File: src/common/tick_timer_pkg.sv
// shared types for the tick timer pipeline
// stages refer to these by scoped name, e.g. tick_timer_pkg::timer_ctrl_t
`default_nettype none

package tick_timer_pkg;

   // how the tick counter behaves once it reaches the limit
   typedef enum logic
   {
      // wrap to zero and keep counting
      TMR_PERIODIC = 1'b0,
      // stop after the first expiry until restarted
      TMR_ONESHOT  = 1'b1
   } timer_mode_e;

   // control bits, carried from the top through the config stage to the counter
   typedef struct packed
   {
      logic        enable;
      timer_mode_e mode;
   } timer_ctrl_t;

   // why the pipeline is reloading this cycle
   typedef enum logic [1:0]
   {
      // normal running
      RLD_NONE    = 2'd0,
      // first cycle after async reset release
      RLD_RESET   = 2'd1,
      // restart requested by the user
      RLD_RESTART = 2'd2
   } reload_cause_e;

endpackage

`default_nettype wire

File: src/cs_strobe/cs_strobe_gen.sv
// carry-save strobe generator, emits one high cycle every divisor_i+1 cycles
// divisor_i and reload_i should come straight from flops to keep the cycle short
`timescale 1ns/1ns
`default_nettype none

module cs_strobe_gen
#(
   // must be at least 2, the carry register is one bit narrower
   parameter int DIV_WIDTH = 8
)
(
   input  wire logic                 clk_i,
   input  wire logic                 rst_n_i,
   input  wire logic [DIV_WIDTH-1:0] divisor_i,
   input  wire logic                 reload_i,
   output logic                      strobe_o
);

   // counter state in carry-save form
   // value = sum_r + (carry_r << 1)
   logic [DIV_WIDTH-1:0] sum_r;
   logic [DIV_WIDTH-2:0] carry_r;

   // next-state terms
   logic [DIV_WIDTH-1:0] add_b;
   logic [DIV_WIDTH-1:0] sum_cmp;
   logic [DIV_WIDTH-1:0] sum_nxt;
   logic [DIV_WIDTH-2:0] carry_raw;
   logic [DIV_WIDTH-2:0] carry_nxt;

   logic strobe_n;
   logic new_val;
   logic strobe_r;

   // second operand of the half-adder row
   // bit 0 gets the constant one of the increment, the rest take the shifted carries
   assign add_b = {carry_r, 1'b1};

   // counter has reached -1 once every sum bit is set
   // for an increment-only carry-save counter the carries need not be looked at,
   // which keeps this a single and-reduce deep
   assign strobe_n = &sum_r;

   // load a fresh start value on a strobe or on a reload
   // the divisor is only sampled here, so a change lands exactly at a strobe
   assign new_val = reload_i | strobe_n;

   // complement of the half-adder sum
   assign sum_cmp = ~(sum_r ^ add_b);

   // inverting select between the running sum and the divisor
   // the inversion turns sum_cmp back into the true sum, and turns
   // the divisor into its complement, which is the start value we want
   always_comb
   begin
      if (new_val)
         sum_nxt = ~divisor_i;
      else
         sum_nxt = ~sum_cmp;
   end

   // half-adder carries
   // the top carry falls off the end since the counter is modulo 2**DIV_WIDTH
   assign carry_raw = sum_r[DIV_WIDTH-2:0] & add_b[DIV_WIDTH-2:0];

   // carries are dropped on a strobe or a reload
   always_comb
   begin
      if (strobe_n || reload_i)
         carry_nxt = '0;
      else
         carry_nxt = carry_raw;
   end

   // the sum register takes its start value from each reload
   // including the one that follows reset release
   always_ff @(posedge clk_i)
   begin
      sum_r <= sum_nxt;
   end

   always_ff @(posedge clk_i or negedge rst_n_i)
   begin
      if (!rst_n_i)
         carry_r <= '0;
      else
         carry_r <= carry_nxt;
   end

   // output flop
   // nothing is reported while a reload is in progress, the counter is being
   // re-seeded that cycle and the sum may not hold a real value yet
   always_ff @(posedge clk_i or negedge rst_n_i)
   begin
      if (!rst_n_i)
         strobe_r <= 1'b0;
      else
         strobe_r <= strobe_n & ~reload_i;
   end

   assign strobe_o = strobe_r;

endmodule

`default_nettype wire

File: src/source/tick_counter.sv
// last pipeline stage, counts generator strobes up to a limit
// pulses expire_o on the wrap and latches done_o in one-shot mode
`timescale 1ns/1ns
`default_nettype none

module tick_counter
#(
   parameter int CNT_WIDTH = 8
)
(
   input  wire logic                      clk_i,
   input  wire logic                      rst_n_i,
   input  wire logic                      strobe_i,
   input  wire logic [CNT_WIDTH-1:0]      limit_i,
   input  tick_timer_pkg::timer_ctrl_t    ctrl_i,
   input  tick_timer_pkg::reload_cause_e  reload_cause_i,
   output logic      [CNT_WIDTH-1:0]      count_o,
   output logic                           expire_o,
   output logic                           done_o
);

   logic [CNT_WIDTH-1:0] count_q;
   logic                 expire_q;
   logic                 done_q;

   logic clear;
   logic tick;
   logic at_limit;
   logic oneshot;

   // any reload, whatever its cause, starts the count over
   always_comb
   begin
      case (reload_cause_i)
         tick_timer_pkg::RLD_RESET,
         tick_timer_pkg::RLD_RESTART: clear = 1'b1;
         default:                     clear = 1'b0;
      endcase
   end

   // a strobe only counts while enabled and not already finished
   assign tick = strobe_i & ctrl_i.enable & ~done_q;

   // >= rather than == so a limit lowered below the count still wraps
   assign at_limit = (count_q >= limit_i);

   assign oneshot = (ctrl_i.mode == tick_timer_pkg::TMR_ONESHOT);

   always_ff @(posedge clk_i or negedge rst_n_i)
   begin
      if (!rst_n_i)
      begin
         count_q  <= '0;
         expire_q <= 1'b0;
         done_q   <= 1'b0;
      end
      else if (clear)
      begin
         // cleared on the same edge the generator reloads
         count_q  <= '0;
         expire_q <= 1'b0;
         done_q   <= 1'b0;
      end
      else
      begin
         // expiry is a single-cycle pulse
         expire_q <= 1'b0;
         if (tick)
         begin
            if (at_limit)
            begin
               // wrap and flag expiry together
               count_q  <= '0;
               expire_q <= 1'b1;
               // one-shot holds here until the next restart
               if (oneshot)
                  done_q <= 1'b1;
            end
            else
            begin
               count_q <= count_q + 1'b1;
            end
         end
      end
   end

   assign count_o  = count_q;
   assign expire_o = expire_q;
   assign done_o   = done_q;

endmodule

`default_nettype wire

File: src/source/tick_timer_top.sv
// programmable tick timer, config register stage -> carry-save strobe -> tick counter
// set DIV_WIDTH (at least 2) and CNT_WIDTH here, they are passed down to the stages
`timescale 1ns/1ns
`default_nettype none

module tick_timer_top
#(
   parameter int DIV_WIDTH = 8,
   parameter int CNT_WIDTH = 8
)
(
   input  wire logic                      clk_i,
   input  wire logic                      rst_n_i,
   input  wire logic [DIV_WIDTH-1:0]      divisor_i,
   input  wire logic [CNT_WIDTH-1:0]      limit_i,
   input  tick_timer_pkg::timer_ctrl_t    ctrl_i,
   input  wire logic                      restart_i,
   output logic                           strobe_o,
   output logic      [CNT_WIDTH-1:0]      count_o,
   output logic                           expire_o,
   output logic                           done_o
);

   // registered configuration
   logic [DIV_WIDTH-1:0]             divisor_r;
   logic [CNT_WIDTH-1:0]             limit_r;
   tick_timer_pkg::timer_ctrl_t      ctrl_r;
   logic                             reload_r;
   tick_timer_pkg::reload_cause_e    reload_cause_r;

   // generator output, also feeds the counter
   logic strobe_r;

   timer_cfg_stage
   #(
      .DIV_WIDTH (DIV_WIDTH),
      .CNT_WIDTH (CNT_WIDTH)
   )
   timer_cfg_stage_inst
   (
      .clk_i          (clk_i),
      .rst_n_i        (rst_n_i),
      .divisor_i      (divisor_i),
      .limit_i        (limit_i),
      .ctrl_i         (ctrl_i),
      .restart_i      (restart_i),
      .divisor_o      (divisor_r),
      .limit_o        (limit_r),
      .ctrl_o         (ctrl_r),
      .reload_o       (reload_r),
      .reload_cause_o (reload_cause_r)
   );

   cs_strobe_gen
   #(
      .DIV_WIDTH (DIV_WIDTH)
   )
   cs_strobe_gen_inst
   (
      .clk_i     (clk_i),
      .rst_n_i   (rst_n_i),
      .divisor_i (divisor_r),
      .reload_i  (reload_r),
      .strobe_o  (strobe_r)
   );

   tick_counter
   #(
      .CNT_WIDTH (CNT_WIDTH)
   )
   tick_counter_inst
   (
      .clk_i          (clk_i),
      .rst_n_i        (rst_n_i),
      .strobe_i       (strobe_r),
      .limit_i        (limit_r),
      .ctrl_i         (ctrl_r),
      .reload_cause_i (reload_cause_r),
      .count_o        (count_o),
      .expire_o       (expire_o),
      .done_o         (done_o)
   );

   assign strobe_o = strobe_r;

endmodule

`default_nettype wire

File: src/source/timer_cfg_stage.sv
// first pipeline stage of the tick timer
// registers all configuration so the strobe generator only ever sees flop outputs,
// and turns reset release and restart requests into a one-cycle synchronous reload
`timescale 1ns/1ns
`default_nettype none

module timer_cfg_stage
#(
   parameter int DIV_WIDTH = 8,
   parameter int CNT_WIDTH = 8
)
(
   input  wire logic                          clk_i,
   input  wire logic                          rst_n_i,
   input  wire logic [DIV_WIDTH-1:0]          divisor_i,
   input  wire logic [CNT_WIDTH-1:0]          limit_i,
   input  tick_timer_pkg::timer_ctrl_t        ctrl_i,
   input  wire logic                          restart_i,
   output logic      [DIV_WIDTH-1:0]          divisor_o,
   output logic      [CNT_WIDTH-1:0]          limit_o,
   output tick_timer_pkg::timer_ctrl_t        ctrl_o,
   output logic                               reload_o,
   output tick_timer_pkg::reload_cause_e      reload_cause_o
);

   logic [DIV_WIDTH-1:0]             divisor_q;
   logic [CNT_WIDTH-1:0]             limit_q;
   tick_timer_pkg::timer_ctrl_t      ctrl_q;
   logic                             reload_q;
   tick_timer_pkg::reload_cause_e    cause_q;
   tick_timer_pkg::reload_cause_e    cause_nxt;

   // configuration capture, one cycle of latency on everything
   // the first reload after reset release loads a zero divisor
   always_ff @(posedge clk_i or negedge rst_n_i)
   begin
      if (!rst_n_i)
      begin
         divisor_q <= '0;
         limit_q   <= '0;
         ctrl_q    <= '{enable: 1'b0, mode: tick_timer_pkg::TMR_PERIODIC};
      end
      else
      begin
         divisor_q <= divisor_i;
         limit_q   <= limit_i;
         ctrl_q    <= ctrl_i;
      end
   end

   // cause of the next reload, restart wins over nothing
   always_comb
   begin
      if (restart_i)
         cause_nxt = tick_timer_pkg::RLD_RESTART;
      else
         cause_nxt = tick_timer_pkg::RLD_NONE;
   end

   // reload sits high through reset and for the first cycle after release,
   // so the sum register of the generator is loaded on the first edge
   // after that it is just the registered restart request
   always_ff @(posedge clk_i or negedge rst_n_i)
   begin
      if (!rst_n_i)
      begin
         reload_q <= 1'b1;
         cause_q  <= tick_timer_pkg::RLD_RESET;
      end
      else
      begin
         reload_q <= restart_i;
         cause_q  <= cause_nxt;
      end
   end

   assign divisor_o      = divisor_q;
   assign limit_o        = limit_q;
   assign ctrl_o         = ctrl_q;
   assign reload_o       = reload_q;
   assign reload_cause_o = cause_q;

endmodule

`default_nettype wire

File: config.mk
export PLATFORM = sky130hd
export DESIGN_NAME = tick_timer_top
export DESIGN_NICKNAME = d
export VERILOG_FILES = /design/src/common/tick_timer_pkg.sv /design/src/cs_strobe/cs_strobe_gen.sv /design/src/source/tick_counter.sv /design/src/source/tick_timer_top.sv /design/src/source/timer_cfg_stage.sv
export SDC_FILE = /design/constraint.sdc
export NUM_CORES = 1
export LEC_CHECK = 0
export BUFFER_PORTS_ARGS = -buffer_cell sky130_fd_sc_hd__clkbuf_2
export CORE_ASPECT_RATIO = 1.2
export CORE_MARGIN = 2
export CORE_UTILIZATION = 52
export DETAILED_ROUTE_END_ITERATION = 6
export GPL_ROUTABILITY_DRIVEN = 0
export GPL_TIMING_DRIVEN = 0
export MAX_ROUTING_LAYER = met4
export PLACE_DENSITY_LB_ADDON = 0.05
export SETUP_SLACK_MARGIN = 0.5
export SYNTH_ARGS = -nofsm -noshare
export SYNTH_HDL_FRONTEND = slang
export SYNTH_SLANG_ARGS = --single-unit
File: constraint.sdc
create_clock -name clk_i -period 3.4 [get_ports clk_i]
set_input_delay 0.68 -clock clk_i [delete_from_list [all_inputs] [get_ports clk_i]]
set_output_delay 0.68 -clock clk_i [all_outputs]
set_load 0.05 [all_outputs]
==> impl_metrics.env, run 1 <==
export IMPL_grt_max_degree=40
export IMPL_async_flop_share_pct=82.98
export IMPL_drt_total_wl_um=2974
export IMPL_dieArea_um2=4072
export IMPL_h_tree_depth=2
export IMPL_worst_path_buf_inv=1
export IMPL_max_cap_violations=0
export IMPL_ioPinCount=32
export IMPL_crit_path_end_kind="output port"
export IMPL_fillers=285
export IMPL_cp_start_kind="register"
export IMPL_final_setup_viol_count=0
export IMPL_grt_pass1_vias=1240
export IMPL_antenna_found_initial=0
export IMPL_core_area_um2=3396
export IMPL_ys_seq_area_share_pct=61.24
export IMPL_final_common_cell="dfrtp_1"
export IMPL_cp_slowest_cell="dfrtp_1"
export IMPL_p_leak_uw=0.001065
export IMPL_port_buffers=31
export IMPL_status="finished, violations left"
export IMPL_dpl_hpwl_um=2181
export IMPL_setup_tns_ns=0
export IMPL_clock_path_buffers=2
export IMPL_critPathTopFamily="flip-flops"
export IMPL_crit_chain="clkbuf_2"
export IMPL_die_x_um=58.59
export IMPL_synthCells=158
export IMPL_synth_edf_count=0
export IMPL_vias=1195
export IMPL_final_util_pct=63.08
export IMPL_syn_area_um2=1859
export IMPL_ys_flop_type="dfrtp_1"
export IMPL_drive_gt1_share_pct=22.34
export IMPL_grt_pass1_wl_um=5292
export IMPL_yosysWarnings=0
export IMPL_cts_hold_buf=0
export IMPL_clock_root_buffer="clkbuf_8"
export IMPL_violations="DRC"
export IMPL_synth_cell_types=32
export IMPL_ctsResizeCount=0
export IMPL_crit_type="register to output port"
export IMPL_slowest_delay_ns=0.51
export IMPL_post_route_drc_count=2
export IMPL_nNetsFinal=232
export IMPL_multi_input_area_um2=678.2
export IMPL_dr_pass1_iters=6
export IMPL_rows=23
export IMPL_worst_ep_arrival_time_ns=1.14
export IMPL_syn_avg_cell_area_um2=11.77
export IMPL_diodes=0
export IMPL_post_route_period_util_pct=53.54
export IMPL_grt_setup_unrepaired="false"
export IMPL_final_max_slew_viol_count=0
export IMPL_clk_pin_slew_worst_paths_ns=0.08
export IMPL_postCtsSetupRepairBufs=0
export IMPL_syn2layout_area_growth_pct=15.21
export IMPL_relSlewSlack_pct=36.96
export IMPL_cp_required_ns=2.72
export IMPL_layout_common_cells="dfrtp_1, clkbuf_2, nor2_1"
export IMPL_drtIter0Drc=43
export IMPL_worst_slew_pin_slew_ns=0.9457
export IMPL_max_freq_ghz=0.5494
export IMPL_cts_sinks=47
export IMPL_start_util_pct=54.75
export IMPL_antenna_left=0
export IMPL_min_period_ns=1.820
export IMPL_wl_per_cell_um=12.71
export IMPL_p_per_area_nw_per_um2=455.5
export IMPL_finClkSkew_ns=0.009395
export IMPL_ys_ff_latch=47
export IMPL_dieHeight_um=69.50
export IMPL_regArea_um2=1139
export IMPL_cts_made_buffers=5
export IMPL_clk_latency_ns=0.30
export IMPL_grtUsageTotal_pct=17.94
export IMPL_post_drt_via_cell_ratio=5.107
export IMPL_hp_class="register to register"
export IMPL_cp_max_fo=9
export IMPL_tritoncts="done"
export IMPL_globalRouteOverflowTotal=0
export IMPL_syn_nets=194
export IMPL_finalHoldViolCount=0
export IMPL_irDropWorstVdd_mv=0.3540
-- layer usage --
layer  vias up  GRT usage [%]  share of wire, %
li1        603              -                 -
met1       555          18.31                41
met2        30          30.09                52
met3         7          6.343               4.8
met4         0          8.333               1.9
met5         -              -                 0
-- power breakdown --
group / switching, uW / total, uW / internal, uW
Sequential: 12.2 / 596 / 584
Combinational: 38.3 / 64.9 / 26.6
Clock: 170 / 314 / 144
Total: 220 / 976 / 755
-- path summary, 6_finish.rpt --
check	cells after the start	slack, ns	endpoint	start
min	1	0.42	cs_strobe_gen_inst.sum_r[1]$_DFF_P_	timer_cfg_stage_inst.divisor_o[1]$_DFF_PN0_
min reg2reg	1	0.42	cs_strobe_gen_inst.sum_r[1]$_DFF_P_	timer_cfg_stage_inst.divisor_o[1]$_DFF_PN0_
max in group asynchronous	1	2.30	timer_cfg_stage_inst.divisor_o[7]$_DFF_PN0_	rst_n_i
max reg2reg	6	1.69	tick_counter_inst.done_o$_DFFE_PN0P_	tick_counter_inst.count_o[2]$_DFFE_PN0P_
max	1	1.58	count_o[2]	tick_counter_inst.count_o[2]$_DFFE_PN0P_
min in group asynchronous	1	0.52	tick_counter_inst.count_o[3]$_DFFE_PN0P_	rst_n_i
-- cell families (layout without fill, tap and decap cells) --
logic type	Yosys count	count (layout)	synth area share, %
AND/OR/NAND/NOR	51	51	14.54
flip-flops	47	47	61.24
AO/OA/AOI/OAI	25	25	7.470
adder cells (fa/ha/maj)	15	15	10.09
buffers and inverters	11	50	2.287
XOR/XNOR	8	8	4.173
other	1	1	0.2017
-- Yosys cell counts, types with 2 or more instances --
cell type	number	area share, %
dfrtp_1	37	50
nor2_1	19	3.8
a21oi_1	15	4.0
ha_1	15	10
inv_1	9	1.8
and2_1	8	2.7
dfxtp_1	8	8.6
nand2_1	7	1.4
o21ai_0	5	1.3
xnor2_1	5	2.4
nand3_1	4	1.1
nand4_1	4	1.3
dfstp_2	2	2.8
xor2_1	2	0.94
-- through the flow --
stage	area, um2	total power (uW)	instances	hold slack [ns]	worst slack [ns]
after CTS	2142	994.4	234	0.4172	1.562
after detailed placement	2061	674.6	226	0.4046	1.709
final	2142	975.7	234	0.4186	1.580
after global placement	2061	670.6	226	0.4028	1.727
after global routing	2142	1031	234	0.4377	1.515
after floorplan	1859	642.1	158	0.3844	1.574
-- sequential cells by signal (all words and copies together), names as in the netlist --
signal / flops
cs_strobe_gen_inst.sum_r: 8
tick_counter_inst.count_o: 8
timer_cfg_stage_inst.divisor_o: 8
timer_cfg_stage_inst.limit_o: 8
cs_strobe_gen_inst.carry_r: 7
timer_cfg_stage_inst.ctrl_o: 2
timer_cfg_stage_inst.reload_cause_o: 2
cs_strobe_gen_inst.strobe_o: 1
tick_counter_inst.done_o: 1
tick_counter_inst.expire_o: 1
timer_cfg_stage_inst.reload_o: 1
-- final cells by class --
class	instances	share of cell area, %
inverter	9	1.577
sequential	47	53.15
clock inverter	1	0.2336
tap	37	2.161
buffer	2	0.4089
timing repair buffer	31	7.243
clock buffer	7	3.563
multi-input combinational	100	31.66
Note: power is estimated with default switching activity, not from simulation.
==> inputs of run 2 (changes only) <==
==> constraint.sdc (replaced) <==
create_clock -name clk_i -period 1.7 [get_ports clk_i]
set_input_delay 0.34 -clock clk_i [delete_from_list [all_inputs] [get_ports clk_i]]
set_output_delay 0.34 -clock clk_i [all_outputs]
set_load 0.05 [all_outputs]
==> impl_metrics.env, run 2 (synthesis gave the netlist of run 1 again) <==
export IMPL_status="finished, violations left"
export IMPL_violations="DRC"
export IMPL_rows=23
export IMPL_startpoint="tick_counter_inst.count_o[2]$_DFFE_PN0P_"
export IMPL_routed_top_layer="met4"
export IMPL_reg2reg_slack_ns=0.15
export IMPL_relSlewSlack_pct=35.81
export IMPL_m1WireLength_um=1634
export IMPL_dieHeight_um=69.50
export IMPL_drt_total_wl_um=4754
export IMPL_vias=1419
export IMPL_grt_pass1_vias=1486
export IMPL_drive_gt1_share_pct=58.18
export IMPL_ioPinCount=32
export IMPL_post_route_drc_count=2
export IMPL_wl_met2_um=2880
export IMPL_min_period_ns=1.547
export IMPL_nNetsFinal=255
export IMPL_r2r_end="tick_counter_inst.done_o$_DFFE_PN0P_"
export IMPL_p_int_uw=1661
export IMPL_crit_chain="ha_4 -> a31oi_4 -> nor2b_2 -> nor2_2 -> o21bai_4 -> a32o_2"
export IMPL_max_freq_ghz=0.6465
export IMPL_dp_slack_ns=0.05509
export IMPL_grt_pass1_wl_um=6534
export IMPL_pwr_share_comb_pct=11.5
export IMPL_clk_latency_ns=0.30
export IMPL_irDropWorstVdd_mv=0.7194
export IMPL_setup_tns_ns=0
export IMPL_layout_common_cells="dfrtp_1, clkbuf_2, a21oi_2, buf_4, dfrtp_2"
export IMPL_final_max_slew_viol_count=0
export IMPL_dpl_hpwl_um=2377
export IMPL_p_sw_uw=518.7
export IMPL_clk_pin_slew_worst_paths_ns=0.09
export IMPL_reg2regPathDepth=6
export IMPL_slowest_delay_ns=0.44
export IMPL_cp_start_kind="register"
export IMPL_cts_sinks=47
export IMPL_grt_setup_unrepaired="true"
export IMPL_clock_path_buffers=2
export IMPL_max_cap_violations=0
export IMPL_fin_cells=257
export IMPL_post_route_period_util_pct=90.99
export IMPL_holdWs_ns=0.1379
export IMPL_h_tree_depth=2
export IMPL_crit_type="register to register"
export IMPL_tritoncts="done"
export IMPL_grtUsageTotal_pct=22.35
export IMPL_drtIter0Drc=62
export IMPL_die_x_um=58.59
export IMPL_worst_slew_pin_slew_ns=0.9629
export IMPL_cp_endpoint="tick_counter_inst.done_o$_DFFE_PN0P_"
export IMPL_dr_pass1_iters=6
export IMPL_finalHoldViolCount=0
export IMPL_worst_ep_arrival_time_ns=1.73
export IMPL_syn2layout_area_growth_pct=54.98
export IMPL_final_common_cell="dfrtp_1"
export IMPL_cp_max_fo=5
export IMPL_crit_path_end_kind="register"
export IMPL_wl_per_cell_um=18.50
export IMPL_finClkSkew_ns=0.008589
export IMPL_start_util_pct=54.75
export IMPL_globalRouteOverflowTotal=0
export IMPL_cp_slowest_cell="dfrtp_2"
export IMPL_r2r_start="tick_counter_inst.count_o[2]$_DFFE_PN0P_"
export IMPL_cts_made_buffers=5
export IMPL_wl_met3_um=137
export IMPL_cp_required_ns=1.89
export IMPL_core_area_um2=3396
export IMPL_antenna_left=0
export IMPL_clkPwrFrac_pct=33.4
export IMPL_p_per_area_nw_per_um2=756.6
export IMPL_port_buffers=31
export IMPL_post_drt_via_cell_ratio=5.521
export IMPL_dpl_cell_count=226
export IMPL_p_seq_share_pct=55.1
export IMPL_grt_max_degree=40
export IMPL_p_sw_share_pct=23.79
export IMPL_final_setup_worst_slack_ns=0.1531
export IMPL_p_leak_uw=0.001270
export IMPL_diodes=0
export IMPL_clock_root_buffer="clkbuf_8"
export IMPL_final_setup_viol_count=0
export IMPL_cts_hold_buf=0
export IMPL_antenna_found_initial=0
export IMPL_hp_class="primary input to register"
export IMPL_dieArea_um2=4072
## run 2: cell count changes in the layout (fill, tap and decap cells not counted), moves of 9 or more
cell,before,now
nor2_1,19,7
dfrtp_2,0,9
buf_4,0,13
a21oi_1,15,2
clkbuf_2,31,20
dfrtp_1,37,28
a21oi_2,0,13
## run 2: how the worst min path moves through the flow
stage | cells past startpoint | from | slack (ns) | end
3_3_place_gp | 1 | timer_cfg_stage_inst.divisor_o[4]$_DFF_PN0_ | 0.40 | cs_strobe_gen_inst.sum_r[4]$_DFF_P_
5_1_grt | 1 | limit_i[6] | 0.13 | timer_cfg_stage_inst.limit_o[6]$_DFF_PN0_
2_1_floorplan | 0 | rst_n_i | 0.04 | cs_strobe_gen_inst.carry_r[0]$_DFF_PN0_
3_5_place_dp | 1 | timer_cfg_stage_inst.divisor_o[0]$_DFF_PN0_ | 0.41 | cs_strobe_gen_inst.sum_r[0]$_DFF_P_
6_report | 1 | limit_i[6] | 0.14 | timer_cfg_stage_inst.limit_o[6]$_DFF_PN0_
4_1_cts | 1 | limit_i[7] | 0.13 | timer_cfg_stage_inst.limit_o[7]$_DFF_PN0_
## run 2: repair_timing
item,4_1_cts,5_1_grt
pin swaps,13,14
gates cloned,1,0
gates resized for setup,58,43
setup buffers,16,6
hold endpoints to repair,0,0
endpoints found under the setup margin,29,33
## run 2: critical path: cells and delay by family, from the launching register on
family                     cells  cell delay, ns
adders and majority gates      1            0.24
and+or+nand+nor                2            0.23
AOI/OAI and AO/OA              3            0.52
DFF                            1            0.44
## run 2: cell type report
cell class | count | area (um2)
Sequential cell | 47 | 1156
Inverter | 9 | 33.78
Buffer | 2 | 30.03
Multi-Input combinational cell | 100 | 960.9
Timing Repair Buffer | 54 | 554.3
Clock buffer | 8 | 100.1
Tap cell | 37 | 46.29
Fill cell | 164 | 514.2
## run 2: power by group through the flow
| stage | sequential [uW] | clock, uW | combinational, uW |
|---|---|---|---|
| after detailed placement | 1220 | 0 | 145 |
| after CTS | 1200 | 738 | 189 |
| after global routing | 1210 | 785 | 273 |
| final | 1200 | 728 | 252 |
| after floorplan | 1210 | 0 | 83.3 |
| after global placement | 1210 | 0 | 138 |
## run 2: stage by stage
stage	area, um2	utilization [%]	power [uW]
floorplan	1943	-	1295
detailed placement	2145	63.15	1363
finish	2882	84.86	2180
global placement	2145	63.15	1353
CTS	2659	78.30	2124
global route	2882	84.86	2265
## run 2: per-layer routing
layer | track usage (%) | vias to the layer above
met1 | 21.28 | 725
met4 | 10.86 | 0
met5 | - | -
met3 | 5.597 | 7
met2 | 40.32 | 35
li1 | - | 652
==> inputs of run 3 (changes only) <==
--- a/config.mk
+++ b/config.mk
@@ -6,13 +6,12 @@
 export NUM_CORES = 1
 export LEC_CHECK = 0
 export BUFFER_PORTS_ARGS = -buffer_cell sky130_fd_sc_hd__clkbuf_2
-export CORE_ASPECT_RATIO = 1.2
+export CORE_ASPECT_RATIO = 1.75
 export CORE_MARGIN = 2
 export CORE_UTILIZATION = 52
 export DETAILED_ROUTE_END_ITERATION = 6
 export GPL_ROUTABILITY_DRIVEN = 0
 export GPL_TIMING_DRIVEN = 0
-export MAX_ROUTING_LAYER = met4
 export PLACE_DENSITY_LB_ADDON = 0.05
 export SETUP_SLACK_MARGIN = 0.5
 export SYNTH_ARGS = -nofsm -noshare
==> impl_metrics.env, run 3 (synthesis gave the netlist of run 1 again) <==
export IMPL_dieHeight_um=83.10
export IMPL_globalRouteOverflowTotal=0
export IMPL_start_util_pct=54.71
export IMPL_layout_common_cells="dfrtp_1, buf_4, clkbuf_2"
export IMPL_relSlewSlack_pct=34.60
export IMPL_dieArea_um2=4089
export IMPL_worst_ep_arrival_time_ns=1.74
export IMPL_p_per_area_nw_per_um2=734.6
export IMPL_cp_start_kind="register"
export IMPL_worst_slew_pin_slew_ns=0.9811
export IMPL_cp_required_ns=1.89
export IMPL_status="complete, no violations"
export IMPL_drt_total_wl_um=5354
export IMPL_vias=1484
export IMPL_final_max_slew_viol_count=0
export IMPL_dpl_hpwl_um=2469
export IMPL_finClkSkew_ns=0.008175
export IMPL_holdWs_ns=0.1411
export IMPL_h_tree_depth=2
export IMPL_nNetsFinal=263
export IMPL_wl_per_cell_um=19.61
export IMPL_clk_pin_slew_worst_paths_ns=0.09
export IMPL_irDropWorstVdd_mv=1.042
export IMPL_port_buffers=31
export IMPL_grt_pass1_wl_um=7265
export IMPL_drive_gt1_share_pct=58.77
export IMPL_p_leak_uw=0.001308
export IMPL_fillers=164
export IMPL_tritoncts="done"
export IMPL_final_setup_viol_count=0
export IMPL_crit_path_end_kind="register"
export IMPL_rows=28
export IMPL_final_util_pct=85.57
export IMPL_syn2layout_area_growth_pct=56.39
export IMPL_cp_max_fo=5
export IMPL_cts_hold_buf=0
export IMPL_diodes=0
export IMPL_post_drt_via_cell_ratio=5.436
export IMPL_post_route_period_util_pct=91.28
export IMPL_dr_pass1_iters=4
export IMPL_core_area_um2=3398
export IMPL_antenna_left=0
export IMPL_grt_pass1_vias=1570
export IMPL_grt_max_degree=40
export IMPL_clk_latency_ns=0.30
export IMPL_fin_cells=273
export IMPL_grt_setup_unrepaired="true"
export IMPL_final_setup_worst_slack_ns=0.1482
export IMPL_power_uw=2136
export IMPL_min_period_ns=1.552
export IMPL_max_cap_violations=0
export IMPL_max_freq_ghz=0.6444
export IMPL_antenna_found_initial=0
export IMPL_dpl_cell_count=234
export IMPL_clock_root_buffer="clkbuf_8"
export IMPL_dp_slack_ns=-0.0004663
export IMPL_final_common_cell="dfrtp_1"
export IMPL_grtUsageTotal_pct=23.94
export IMPL_hp_class="primary input to register"
export IMPL_ioPinCount=32
export IMPL_cts_sinks=47
export IMPL_crit_type="register to register"
export IMPL_clock_path_buffers=2
export IMPL_finalHoldViolCount=0
export IMPL_drtIter0Drc=41
export IMPL_die_x_um=49.20
export IMPL_post_route_drc_count=0
export IMPL_cts_made_buffers=5
[run 3: path summary, 6_finish.rpt]
| check | start | to | slack [ns] | depth (start not counted) |
|---|---|---|---|---|
| min | limit_i[4] | timer_cfg_stage_inst.limit_o[4]$_DFF_PN0_ | 0.14 | 1 |
| min reg2reg | timer_cfg_stage_inst.divisor_o[6]$_DFF_PN0_ | cs_strobe_gen_inst.sum_r[6]$_DFF_P_ | 0.43 | 1 |
| max in group asynchronous | rst_n_i | cs_strobe_gen_inst.strobe_o$_DFF_PN0_ | 0.83 | 1 |
| max | tick_counter_inst.count_o[3]$_DFFE_PN0P_ | tick_counter_inst.done_o$_DFFE_PN0P_ | 0.15 | 6 |
| min in group asynchronous | rst_n_i | timer_cfg_stage_inst.limit_o[7]$_DFF_PN0_ | 0.18 | 1 |
| max reg2reg | tick_counter_inst.count_o[3]$_DFFE_PN0P_ | tick_counter_inst.done_o$_DFFE_PN0P_ | 0.15 | 6 |
[run 3: report_power, final]
| group | switching, uW | total, uW | internal (uW) |
|---|---|---|---|
| registers | 32.1 | 1200 | 1170 |
| logic | 132 | 255 | 122 |
| clock network | 350 | 679 | 328 |
[run 3: worst max-delay path: stages (launching register included)]
cell      delay (ns)
dfrtp_2         0.46
ha_4            0.28
a21oi_4         0.18
a21oi_4         0.06
nor2_4          0.13
o21bai_4        0.09
a32o_1          0.23
[run 3: stage by stage]
step	TNS [ns]	instance area, um2
final	0	2908
after global routing	0	2908
after CTS	0	2664
after detailed placement	-0.0004663	2155
after global placement	0	2155
after floorplan	0	1943
[run 3: repair_timing]
item / CTS / global route
setup buffers: 21 / 9
pin swaps: 19 / 20
resized for setup: 56 / 47
setup endpoints to repair: 29 / 34
gates cloned: 1 / 0
[run 3: layer usage]
layer | global-route usage [%] | up-vias | wire length [um]
li1 | - | 665 | -
met1 | 22.51 | 750 | 1793
met2 | 46.19 | 48 | 3174
met3 | 4.137 | 21 | 179
met4 | 12.99 | 0 | 206
met5 | 0 | - | 0
[run 3: cell type report]
class / instances / area (um2) / area share (%)
inverter: 9 / 33.78 / 1.162
multi-input combinational: 100 / 954.7 / 32.83
tap: 45 / 56.30 / 1.936
timing repair buffer: 62 / 588.1 / 20.22
clock inverter: 1 / 5.005 / 0.1721
clock buffer: 7 / 86.33 / 2.969
sequential: 47 / 1154 / 39.67
buffer: 2 / 30.03 / 1.033
